--- src/logic/miss_pkg.sv ---
//**************************************
// Miss unit package
// Sizing constants and the request, entry and response types
//**************************************
package miss_pkg;

    // MSHR geometry
    localparam int MSHR_SETS  = 4;
    localparam int MSHR_WAYS  = 2;
    localparam int MSHR_SET_W = 2;
    localparam int MSHR_WAY_W = 1;

    // Cache address split, the line number is the tag above the set
    localparam int CACHE_SET_W = 6;
    localparam int TAG_W       = 20;
    localparam int NLINE_W     = TAG_W + CACHE_SET_W;

    // Request fields
    localparam int TID_W  = 4;
    localparam int SID_W  = 2;
    localparam int WORD_W = 3;
    localparam int DATA_W = 32;

    // Memory request credits
    localparam int REFILL_CREDITS = 2;
    localparam int CREDIT_W       = $clog2(REFILL_CREDITS + 1);

    typedef struct packed {
        logic [NLINE_W-1:0] nline;
        logic [TID_W-1:0]   tid;
        logic [SID_W-1:0]   sid;
        logic [WORD_W-1:0]  word;
        logic               need_rsp;
        logic               is_prefetch;
    } miss_req_t;

    // Fields kept per MSHR entry, cache set lives in flops beside it
    typedef struct packed {
        logic [TAG_W-1:0]  tag;
        logic [TID_W-1:0]  tid;
        logic [SID_W-1:0]  sid;
        logic [WORD_W-1:0] word;
        logic              need_rsp;
        logic              is_prefetch;
    } mshr_entry_t;

    typedef struct packed {
        logic [MSHR_WAY_W-1:0] way;
        logic [MSHR_SET_W-1:0] set;
    } refill_loc_t;

    // Memory sees a flat slot, the MSHR sees way and set
    typedef union packed {
        logic [MSHR_WAY_W+MSHR_SET_W-1:0] slot;
        refill_loc_t                      loc;
    } refill_id_u;

    typedef struct packed {
        logic [NLINE_W-1:0] nline;
        refill_id_u         id;
    } mem_req_t;

    typedef struct packed {
        refill_id_u         id;
        logic [DATA_W-1:0]  data;
    } mem_rsp_t;

    typedef struct packed {
        logic [TID_W-1:0]  tid;
        logic [SID_W-1:0]  sid;
        logic [WORD_W-1:0] word;
        logic [DATA_W-1:0] data;
    } core_rsp_t;

endpackage

--- src/logic/miss_ctrl_fsm.sv ---
//**************************************
// Miss control FSM
// Check, allocate and refill issue for each core miss
//**************************************
module miss_ctrl_fsm (
    input  logic clk_i,
    input  logic rst_ni,

    // Core miss request
    input  logic miss_req_valid_i,

    // Memory response present this cycle
    input  logic busy_i,

    // Check results and credit state
    input  logic hit_i,
    input  logic alloc_full_i,
    input  logic credit_avail_i,

    // Commands
    output logic check_o,
    output logic alloc_o,
    output logic miss_req_ready_o
);

    typedef enum logic {
        IDLE,
        CHECK
    } state_e;

    state_e state_q;
    state_e state_d;
    logic   start;
    logic   accept;

    // A response needs the store this cycle, so hold off
    assign start = miss_req_valid_i & ~busy_i;

    // All four conditions for taking the miss
    assign accept = miss_req_valid_i
                  & ~hit_i
                  & ~alloc_full_i
                  & credit_avail_i
                  & ~busy_i;

    always_comb begin
        state_d = state_q;
        case (state_q)
            IDLE: begin
                if (start) begin
                    state_d = CHECK;
                end
            end
            // Accepted or abandoned, always back to IDLE
            CHECK: begin
                state_d = IDLE;
            end
            default: begin
                state_d = IDLE;
            end
        endcase
    end

    always_comb begin
        check_o          = 1'b0;
        alloc_o          = 1'b0;
        miss_req_ready_o = 1'b0;
        case (state_q)
            IDLE: begin
                check_o = start;
            end
            CHECK: begin
                // Allocation and refill issue in the same cycle
                alloc_o          = accept;
                miss_req_ready_o = accept;
            end
            default: begin
                check_o = 1'b0;
            end
        endcase
    end

    always_ff @(posedge clk_i or negedge rst_ni) begin
        if (!rst_ni) begin
            state_q <= IDLE;
        end else begin
            state_q <= state_d;
        end
    end

endmodule

--- src/logic/miss_unit.sv ---
//**************************************
// Miss unit
// MSHR store, control FSM, credits and response stage
//**************************************
module miss_unit (
    input  logic                  clk_i,
    input  logic                  rst_ni,

    // Core miss requests
    input  logic                  miss_req_valid_i,
    input  miss_pkg::miss_req_t   miss_req_i,
    output logic                  miss_req_ready_o,

    // Refill requests, credit based
    output logic                  mem_req_valid_o,
    output miss_pkg::mem_req_t    mem_req_o,
    input  logic                  mem_credit_i,

    // Refill answers
    input  logic                  mem_rsp_valid_i,
    input  miss_pkg::mem_rsp_t    mem_rsp_i,

    // Core responses
    output logic                  core_rsp_valid_o,
    output miss_pkg::core_rsp_t   core_rsp_o,

    output logic                  mshr_empty_o,
    output logic                  mshr_full_o
);
    import miss_pkg::*;

    logic        check;
    logic        alloc;
    logic        hit;
    logic        alloc_full;
    logic        credit_avail;
    refill_id_u  alloc_id;
    mshr_entry_t ack_entry;

    mshr_store u_mshr_store (
        .clk_i         (clk_i),
        .rst_ni        (rst_ni),
        .check_i       (check),
        .check_nline_i (miss_req_i.nline),
        .hit_o         (hit),
        .alloc_full_o  (alloc_full),
        .alloc_i       (alloc),
        .alloc_req_i   (miss_req_i),
        .alloc_id_o    (alloc_id),
        .ack_i         (mem_rsp_valid_i),
        .ack_id_i      (mem_rsp_i.id),
        .ack_entry_o   (ack_entry),
        .empty_o       (mshr_empty_o),
        .full_o        (mshr_full_o)
    );

    // A memory answer owns the store in its cycle
    miss_ctrl_fsm u_miss_ctrl_fsm (
        .clk_i            (clk_i),
        .rst_ni           (rst_ni),
        .miss_req_valid_i (miss_req_valid_i),
        .busy_i           (mem_rsp_valid_i),
        .hit_i            (hit),
        .alloc_full_i     (alloc_full),
        .credit_avail_i   (credit_avail),
        .check_o          (check),
        .alloc_o          (alloc),
        .miss_req_ready_o (miss_req_ready_o)
    );

    refill_credits u_refill_credits (
        .clk_i    (clk_i),
        .rst_ni   (rst_ni),
        .take_i   (alloc),
        .return_i (mem_credit_i),
        .avail_o  (credit_avail)
    );

    refill_rsp_stage u_refill_rsp_stage (
        .clk_i            (clk_i),
        .rst_ni           (rst_ni),
        .rsp_valid_i      (mem_rsp_valid_i),
        .rsp_data_i       (mem_rsp_i.data),
        .entry_i          (ack_entry),
        .core_rsp_valid_o (core_rsp_valid_o),
        .core_rsp_o       (core_rsp_o)
    );

    // Refill goes out in the allocation cycle
    assign mem_req_valid_o = alloc;

    always_comb begin
        mem_req_o.nline = miss_req_i.nline;
        mem_req_o.id    = alloc_id;
    end

endmodule

--- src/logic/mshr_store.sv ---
//**************************************
// MSHR store
// Pending refill entries with check, allocate and acknowledge
//**************************************
module mshr_store (
    input  logic                         clk_i,
    input  logic                         rst_ni,

    // Check, result one cycle later
    input  logic                         check_i,
    input  logic [miss_pkg::NLINE_W-1:0] check_nline_i,
    output logic                         hit_o,
    output logic                         alloc_full_o,

    // Allocate
    input  logic                         alloc_i,
    input  miss_pkg::miss_req_t          alloc_req_i,
    output miss_pkg::refill_id_u         alloc_id_o,

    // Acknowledge, entry one cycle later
    input  logic                         ack_i,
    input  miss_pkg::refill_id_u         ack_id_i,
    output miss_pkg::mshr_entry_t        ack_entry_o,

    output logic                         empty_o,
    output logic                         full_o
);
    import miss_pkg::*;

    logic [MSHR_SETS*MSHR_WAYS-1:0] valid_q;
    logic [MSHR_SETS*MSHR_WAYS-1:0] valid_d;
    logic [CACHE_SET_W-1:0]         cache_set_q [MSHR_SETS*MSHR_WAYS];
    logic [CACHE_SET_W-1:0]         check_cache_set_q;

    // Entry bank, one row per MSHR set, read with one cycle latency
    mshr_entry_t                    bank_q [MSHR_SETS][MSHR_WAYS];
    mshr_entry_t [MSHR_WAYS-1:0]    rdata_q;
    mshr_entry_t                    alloc_entry;

    logic [MSHR_SET_W-1:0]          check_set;
    logic [MSHR_SET_W-1:0]          alloc_set;
    logic [MSHR_SET_W-1:0]          bank_addr;
    logic [MSHR_WAY_W-1:0]          alloc_way;
    logic [MSHR_WAY_W-1:0]          ack_way_q;
    logic                           bank_cs;

    assign check_set = check_cache_set_q[MSHR_SET_W-1:0];
    assign alloc_set = alloc_req_i.nline[MSHR_SET_W-1:0];

    // Acknowledge first, then allocation, then check
    assign bank_cs   = check_i | alloc_i | ack_i;
    assign bank_addr = ack_i   ? ack_id_i.loc.set :
                       alloc_i ? alloc_set : check_nline_i[MSHR_SET_W-1:0];

    // Lowest free way of the allocation set
    always_comb begin : alloc_way_comb
        logic found;
        found     = 1'b0;
        alloc_way = '0;
        for (int w = 0; w < MSHR_WAYS; w++) begin
            if (!found && !valid_q[w*MSHR_SETS + int'(alloc_set)]) begin
                alloc_way = MSHR_WAY_W'(w);
                found     = 1'b1;
            end
        end
        alloc_id_o.loc.way = alloc_way;
        alloc_id_o.loc.set = alloc_set;
    end

    always_comb begin
        alloc_entry.tag         = alloc_req_i.nline[NLINE_W-1:CACHE_SET_W];
        alloc_entry.tid         = alloc_req_i.tid;
        alloc_entry.sid         = alloc_req_i.sid;
        alloc_entry.word        = alloc_req_i.word;
        alloc_entry.need_rsp    = alloc_req_i.need_rsp;
        alloc_entry.is_prefetch = alloc_req_i.is_prefetch;
    end

    // Second cycle of a check, compare every way of the set
    always_comb begin : hit_comb
        logic [MSHR_WAYS-1:0] way_hit;
        logic [MSHR_WAYS-1:0] way_used;
        for (int w = 0; w < MSHR_WAYS; w++) begin
            way_used[w] = valid_q[w*MSHR_SETS + int'(check_set)];
            way_hit[w]  = way_used[w]
                && (cache_set_q[w*MSHR_SETS + int'(check_set)] == check_cache_set_q)
                && (rdata_q[w].tag == check_nline_i[NLINE_W-1:CACHE_SET_W]);
        end
        hit_o        = |way_hit;
        alloc_full_o = &way_used;
    end

    // Slot index is the flat view of the refill id
    always_comb begin
        valid_d = valid_q;
        if (alloc_i) begin
            valid_d[alloc_id_o.slot] = 1'b1;
        end
        if (ack_i) begin
            valid_d[ack_id_i.slot] = 1'b0;
        end
    end

    always_ff @(posedge clk_i or negedge rst_ni) begin
        if (!rst_ni) begin
            valid_q           <= '0;
            check_cache_set_q <= '0;
        end else begin
            valid_q <= valid_d;
            if (check_i) begin
                check_cache_set_q <= check_nline_i[CACHE_SET_W-1:0];
            end
        end
    end

    always_ff @(posedge clk_i) begin
        if (alloc_i) begin
            bank_q[alloc_set][alloc_way]  <= alloc_entry;
            cache_set_q[alloc_id_o.slot] <= alloc_req_i.nline[CACHE_SET_W-1:0];
        end
        if (bank_cs) begin
            for (int w = 0; w < MSHR_WAYS; w++) begin
                rdata_q[w] <= bank_q[bank_addr][w];
            end
        end
        if (ack_i) begin
            ack_way_q <= ack_id_i.loc.way;
        end
    end

    assign ack_entry_o = rdata_q[ack_way_q];
    assign empty_o     = ~|valid_q;
    assign full_o      = &valid_q;

endmodule

--- src/logic/refill_credits.sv ---
//**************************************
// Refill credits
// Up/down counter of memory request credits
//**************************************
module refill_credits (
    input  logic clk_i,
    input  logic rst_ni,
    input  logic take_i,
    input  logic return_i,
    output logic avail_o
);
    import miss_pkg::*;

    logic [CREDIT_W-1:0] count_q;
    logic                can_dec;
    logic                can_inc;

    // Saturate at both ends
    assign can_dec = (count_q != '0);
    assign can_inc = (count_q != CREDIT_W'(REFILL_CREDITS));

    always_ff @(posedge clk_i or negedge rst_ni) begin
        if (!rst_ni) begin
            count_q <= CREDIT_W'(REFILL_CREDITS);
        end else begin
            // Take and return together cancel out
            if (take_i && !return_i && can_dec) begin
                count_q <= count_q - CREDIT_W'(1);
            end else if (return_i && !take_i && can_inc) begin
                count_q <= count_q + CREDIT_W'(1);
            end
        end
    end

    assign avail_o = can_dec;

endmodule

--- src/logic/refill_rsp_stage.sv ---
//**************************************
// Refill response stage
// Joins a memory answer with its MSHR entry
//**************************************
module refill_rsp_stage (
    input  logic                        clk_i,
    input  logic                        rst_ni,

    // Memory answer
    input  logic                        rsp_valid_i,
    input  logic [miss_pkg::DATA_W-1:0] rsp_data_i,

    // Entry read from the store, one cycle after the ack
    input  miss_pkg::mshr_entry_t       entry_i,

    output logic                        core_rsp_valid_o,
    output miss_pkg::core_rsp_t         core_rsp_o
);
    import miss_pkg::*;

    logic              rsp_valid_q;
    logic [DATA_W-1:0] rsp_data_q;

    always_ff @(posedge clk_i or negedge rst_ni) begin
        if (!rst_ni) begin
            rsp_valid_q <= 1'b0;
        end else begin
            rsp_valid_q <= rsp_valid_i;
        end
    end

    always_ff @(posedge clk_i) begin
        if (rsp_valid_i) begin
            rsp_data_q <= rsp_data_i;
        end
    end

    // Prefetches and other silent misses give no core response
    assign core_rsp_valid_o = rsp_valid_q & entry_i.need_rsp;

    always_comb begin
        core_rsp_o.tid  = entry_i.tid;
        core_rsp_o.sid  = entry_i.sid;
        core_rsp_o.word = entry_i.word;
        core_rsp_o.data = rsp_data_q;
    end

endmodule

--- config.mk ---
export PLATFORM = sky130hd
export DESIGN_NAME = miss_unit
export DESIGN_NICKNAME = d
export VERILOG_FILES = /design/src/logic/miss_pkg.sv /design/src/logic/miss_ctrl_fsm.sv /design/src/logic/miss_unit.sv /design/src/logic/mshr_store.sv /design/src/logic/refill_credits.sv /design/src/logic/refill_rsp_stage.sv
export SDC_FILE = /design/constraint.sdc
export NUM_CORES = 1
export LEC_CHECK = 0
export BUFFER_PORTS_ARGS = -buffer_cell sky130_fd_sc_hd__buf_2
export CELL_PAD_IN_SITES_DETAIL_PLACEMENT = 0
export CELL_PAD_IN_SITES_GLOBAL_PLACEMENT = 1
export CORE_MARGIN = 10
export CORE_UTILIZATION = 46
export CTS_CLUSTER_SIZE = 8
export DETAILED_ROUTE_END_ITERATION = 16
export GPL_ROUTABILITY_DRIVEN = 0
export PLACE_DENSITY = 0.83
export REMOVE_ABC_BUFFERS = 1
export SLEW_MARGIN = 25
export SYNTH_ARGS = -nofsm -noshare
export SYNTH_HDL_FRONTEND = slang
export SYNTH_SLANG_ARGS = --single-unit
--- constraint.sdc ---
create_clock -name clk_i -period 4.93 [get_ports clk_i]
set_clock_uncertainty 0.05 [all_clocks]
set_input_delay 0.7395 -clock clk_i [delete_from_list [all_inputs] [get_ports clk_i]]
set_output_delay 0.7395 -clock clk_i [all_outputs]
set_load 0.005 [all_outputs]
==> impl_metrics.py, run 1 <==
metrics = {
    "clock_network": {
        "hold_buffers": 0,
        "clk_pin_slew_ps": 50,
        "ctsResizeCount": 0,
        "cts_root_buf": "clkbuf_16",
        "clock-sinks": 399,
        "numCtsBuffers": 56,
        "clk_path_buf_depth": 3,
        "cts_max_level": 2,
        "cts_tree": "done",
        "clock_latency_ps": 560,
        "cts_setup_buffers": 0,
    },
    "global_route": {
        "grt_util_all_layers": 0.1471,
        "grt.overflow.total": 0,
        "antenna_found_initial": 0,
        "grt_pass1_wl_mm": 46.66,
        "grt_max_degree": 61,
        "grt_pass1_vias": 7792,
    },
    "die": {
        "io_pins": 152,
        "coreArea_sq_mm": 0.03254,
        "die_h_microns": 201.6,
        "dieArea_sq_mm": 0.04063,
        "num_rows": 66,
        "start_util": 0.4661,
        "die_x_microns": 201.6,
    },
    "timing": {
        "layout_setup_ws_ps": 579.1,
        "final-setup-viol-count": 0,
        "rsz0062_at_grt": "no",
        "fin_crit_ps": 4351,
        "fin_crit_sh": 0.8825,
        "max_slew_margin": 0.3877,
        "slew_viol_final": 0,
        "worstMarginPinSlew_ps": 918.5,
        "fmax_mhz": 229.8,
        "hold_viol_final": 0,
    },
    "final_layout": {
        "multi_input_area_sq_mm": 0.002952,
        "fin_util": 0.5505,
        "area_delta_synth_final_pct": 18.12,
        "drive_above_1_share": 0.3546,
        "nFillCells": 2487,
        "diodes": 0,
        "nets": 963,
        "seq_area_sq_mm": 0.01189,
    },
    "yosys": {
        "yosysTopAreaCell": "edfxtp_1",
        "synth_top_area_frac": 0.7545,
        "yosysMostFrequentCell": "edfxtp_1",
        "avgSynthCellArea_sq_um": 21.36,
        "ys_seq_elements": 399,
        "seq_area_frac_synth": 0.7842,
        "async_flop_share": 0.04511,
        "synthesis.area_sq_mm": 0.01516,
        "ys_warn_count": 0,
        "synth_area_leaders": "edfxtp_1 75%, mux4_2 9.7%, dfrtp_1 2.8%",
        "synth_edf_count": 381,
        "ys.flop_type": "edfxtp_1",
        "synth.distinct_cells": 43,
        "syn-instance-count": 710,
        "synth_commonest_cells": "381 x edfxtp_1, 65 x mux4_2, 42 x xor2_1",
    },
    "placed_design": {
        "hpwl_mm": 17.16,
        "io_buffers": 150,
        "post-place-ws_ps": 718.2,
    },
    "drt": {
        "detail_route.first_pass.iterations": 5,
        "wl_mm": 30.56,
        "vias_per_cell": 5.512,
        "drt_iter0_markers": 564,
        "dr_total_vias": 7441,
        "wl_per_cell_microns": 22.64,
        "postRouteAntennaNets": 0,
        "drc": 0,
    },
    "setup_path": {
        "max_stage_delay_ps": 900,
        "cp_data_required_time_ps": 4140,
        "crit_buf_inv": 2,
        "crit_chain": "mux4_1, xnor2_1, nand4_1, or3_1, nand3_4, inv_4, buf_2",
        "crit_path_top_delay_cell": "dfrtp_1",
        "path_max_fanout": 19,
        "crit_type": "flop to output pin",
        "worst_ep_arrival_time_ps": 3560,
        "critPathLaunchType": "flop",
        "path_delay_family": "simple AND/OR/NAND/NOR gates",
        "endpoint_kind": "output pin",
    },
    "flow_run": {
        "max_cap_violations": 0,
    },
    "power_and_ir_drop": {
        "p_leak_nw": 6.146,
        "max-vdd-ir-drop_mv": 0.2919,
        "total_power_mw": 7.734,
        "p_per_area_mw_per_mm2": 431.8,
    },
    "outcome": {
        "status": "finished, final reports clean",
    },
    "hold_path": {
        "hp-class": "input pin to async pin",
    },
}
-- registers in the layout (all words and copies together), names as in the netlist --
register and cells:
u_miss_ctrl_fsm.state_q 1, u_mshr_store.ack_way_q 1, u_mshr_store.bank_q 240, u_mshr_store.cache_set_q 48, u_mshr_store.check_cache_set_q 6, u_mshr_store.rdata_q 60, u_mshr_store.valid_q 8, u_refill_credits.count_q 2
u_refill_rsp_stage.rsp_data_q 32, u_refill_rsp_stage.rsp_valid_q 1
-- cells in the final DEF, fill, tap and decap left out, drive strengths merged, types with 7 or more instances in the layout --
cell type    n
a21oi       11
buf        170
clkbuf      76
dfrtp       17
edfxtp     381
inv         13
mux2        15
mux2i        7
mux4        69
nand2        7
nand4        7
nor2        12
nor4        14
xnor2        8
xor2        42
-- area by class of cell --
class / count / area share
flip-flops and latches: 399 / 0.6639
multi-input cells: 247 / 0.1648
clock buffers: 76 / 0.08243
repair buffers: 170 / 0.05099
well taps: 442 / 0.03087
clock inverters: 4 / 0.004331
inverters: 12 / 0.002654
-- through the flow --
step / instance area (sq um) / hold slack (ps) / setup TNS, ps / instances
after detailed placement: 16360 / 443.1 / 0 / 1270
after CTS: 17910 / 73.40 / 0 / 1350
after global placement: 16360 / 430.4 / 0 / 1270
final: 17910 / 72.45 / 0 / 1350
after floorplan: 14840 / 393.9 / -182400 / 658
after global routing: 17910 / 86.17 / 0 / 1350
-- path summary, 6_finish.rpt --
path | from | endpoint | slack, ps | cells after the start
setup / recovery | u_mshr_store.check_cache_set_q[0]$_DFFE_PN0P_ | miss_req_ready_o | 580 | 7
hold / removal | rst_ni | u_refill_credits.count_q[0]$_DFFE_PN0P_ | 70 | 1
max in group asynchronous | rst_ni | u_refill_credits.count_q[1]$_DFFE_PN1P_ | 4420 | 1
hold reg to reg | u_refill_credits.count_q[1]$_DFFE_PN1P_ | u_refill_credits.count_q[1]$_DFFE_PN1P_ | 450 | 2
min in group clk_i | mem_rsp_i[27] | u_refill_rsp_stage.rsp_data_q[27]$_DFFE_PP_ | 310 | 1
setup reg to reg | u_mshr_store.check_cache_set_q[0]$_DFFE_PN0P_ | u_mshr_store.rdata_q[44]$_DFFE_PP_ | 750 | 8
-- layer usage --
| layer | share of wire | vias up | routed length (microns) | track usage |
|---|---|---|---|---|
| li1 | - | 3223 | - | - |
| met1 | 0.44 | 3826 | 13360 | 0.2038 |
| met2 | 0.47 | 340 | 14480 | 0.2320 |
| met3 | 0.070 | 52 | 2154 | 0.03036 |
| met4 | 0.018 | 0 | 561 | 0.04134 |
| met5 | 0 | - | 0 | 0 |
-- power by group --
group / total (mW) / switching, mW / internal, mW / leakage, nW
sequential: 3.91 / 0.0702 / 3.84 / 3.74
clock: 3.36 / 1.31 / 2.06 / 0.745
combinational: 0.464 / 0.242 / 0.221 / 1.66
total: 7.73 / 1.62 / 6.12 / 6.15
-- kinds of logic after synthesis --
logic type	synth area share
and+or+nand+nor	0.02706
muxes	0.1192
AOI/OAI and AO/OA	0.01592
DFF	0.7842
buffers and inverters	0.02467
xor gates and xnor gates	0.02888
Power figures use the tool's default switching activity.
==> inputs of run 2 (changes only) <==
- REMOVE_ABC_BUFFERS: 1 -> default
==> run 2 against run 1 <==
  * Sequential cell count is the same
  * Wire length shrank 0.31%
  * Core utilization shrank 0.065 points
  * Register-to-register slack lost 30 ps
  * Combinational power is essentially flat
  * Die area is the same
  * Maximum frequency shrank 0.24%
  * Non-clock buffer count shrank 1
  * Via count shrank 1.8%
  * Critical path type unchanged
==> impl_metrics.py, run 2 (synthesis gave the netlist of run 1 again) <==
metrics = {
    "setup_path": {
        "r2r_end": "u_mshr_store.rdata_q[61]$_DFFE_PP_",
        "cp_data_required_time_ps": 4140,
        "reg2regPathDepth": 8,
        "critPathLaunchType": "flop",
        "worst_ep_arrival_time_ps": 3570,
        "path_delay_family": "simple AND/OR/NAND/NOR gates",
        "crit_type": "flop to output pin",
        "r2r-start": "u_mshr_store.check_cache_set_q[0]$_DFFE_PN0P_",
        "crit_path_top_delay_cell": "dfrtp_1",
        "endpoint_kind": "output pin",
        "r2r_slack_ps": 720,
        "max_stage_delay_ps": 850,
        "startpoint": "u_mshr_store.check_cache_set_q[0]$_DFFE_PN0P_",
        "path_max_fanout": 19,
        "crit_chain": "mux4_1, xnor2_1, nand4_1, or3_1, nand3_4, inv_4, buf_2",
        "cp_num_cells": 7,
        "crit_buf_inv": 2,
    },
    "timing": {
        "fmax_mhz": 229.3,
        "max_slew_margin": 0.3913,
        "holdWs_ps": 82.54,
        "fin_crit_ps": 4361,
        "slew_viol_final": 0,
        "layout_setup_ws_ps": 568.6,
        "worstMarginPinSlew_ps": 913.0,
        "hold_viol_final": 0,
        "tns_ps": 0,
        "fin_crit_sh": 0.8847,
        "rsz0062_at_grt": "no",
        "final-setup-viol-count": 0,
    },
    "clock_network": {
        "cts_root_buf": "clkbuf_16",
        "ctsResizeCount": 0,
        "cts_max_level": 2,
        "clock-sinks": 399,
        "cts_tree": "done",
        "clock_latency_ps": 570,
        "hold_buffers": 0,
        "clk_pin_slew_ps": 50,
        "numCtsBuffers": 55,
        "clk_path_buf_depth": 3,
        "cts_setup_buffers": 0,
    },
    "drt": {
        "wl_per_cell_microns": 22.64,
        "detail_route.first_pass.iterations": 4,
        "wl_mm": 30.47,
        "dr_total_vias": 7305,
        "postRouteAntennaNets": 0,
        "vias_per_cell": 5.427,
        "drt_iter0_markers": 572,
        "drc": 0,
    },
    "die": {
        "die_h_microns": 201.6,
        "dieArea_sq_mm": 0.04063,
        "coreArea_sq_mm": 0.03254,
        "die_x_microns": 201.6,
        "num_rows": 66,
        "io_pins": 152,
        "start_util": 0.4661,
    },
    "global_route": {
        "grt_max_degree": 61,
        "grt_util_all_layers": 0.1479,
        "grt_pass1_vias": 7721,
        "antenna_found_initial": 1,
        "grt.overflow.total": 0,
        "grt_pass1_wl_mm": 46.71,
    },
    "final_layout": {
        "final_cell_mix": "381 x edfxtp_1, 150 x buf_2, 65 x mux4_2",
        "final-instance-count-excl-fill": 1346,
        "nets": 961,
        "drive_above_1_share": 0.3522,
        "nFillCells": 2489,
        "area_delta_synth_final_pct": 17.98,
        "top_regs": "u_mshr_store.bank_q x240, u_mshr_store.rdata_q x60, u_mshr_store.cache_set_q x48",
        "largest_reg_flops": 240,
        "final_common_cell": "edfxtp_1",
        "fin_util": 0.5499,
        "top_register": "u_mshr_store.bank_q",
    },
    "flow_run": {
        "max_cap_violations": 0,
    },
    "placed_design": {
        "place_inst": 1269,
        "hpwl_mm": 17.86,
        "io_buffers": 150,
        "post-place-ws_ps": 737.6,
    },
    "yosys": {
        "synth_fp_nets": 787,
    },
    "outcome": {
        "status": "finished, final reports clean",
    },
    "power_and_ir_drop": {
        "p_per_area_mw_per_mm2": 428.1,
        "p_leak_nw": 6.124,
        "max-vdd-ir-drop_mv": 0.2781,
    },
    "hold_path": {
        "hp-class": "input pin to async pin",
    },
}
## run 2: routing by layer
metal / part of all wire / GRT usage / vias up
met1: 0.42 / 0.1923 / 3785
met3: 0.066 / 0.03598 / 54
li1: - / - / 3203
met2: 0.49 / 0.2421 / 263
met5: 0 / 0 / -
met4: 0.020 / 0.04483 / 0
## run 2: power by group
group | switching [mW] | internal (mW) | total [mW]
registers | 0.0684 | 3.84 | 3.91
logic | 0.244 | 0.222 | 0.466
clock network | 1.28 | 2.01 | 3.28
## run 2: layout make-up
cell class,instances,area [sq um],share of cell area
Antenna cell,1,2.502,0.0001399
Clock buffer,74,1448,0.08091
Clock inverter,2,60.06,0.003357
Inverter,12,47.55,0.002658
Multi-Input combinational cell,247,2969,0.1660
Sequential cell,399,11890,0.6647
Tap cell,442,553.0,0.03091
Timing Repair Buffer,169,918.4,0.05133
## run 2: worst max path at each step
stage | to | slack [ps]
after CTS | mem_req_valid_o | 540
after global routing | miss_req_ready_o | 310
after floorplan | u_mshr_store.bank_q[1][32]$_DFFE_PP_ | 60
final | miss_req_ready_o | 570
after detailed placement | u_mshr_store.rdata_q[38]$_DFFE_PP_ | 740
after global placement | u_mshr_store.rdata_q[23]$_DFFE_PP_ | 760
## run 2: stage by stage
stage	area [sq um]	power (mW)
floorplan	15180	4.245
global placement	16380	4.431
detailed placement	16380	4.446
CTS	17890	7.741
global route	17890	7.933
finish	17890	7.659
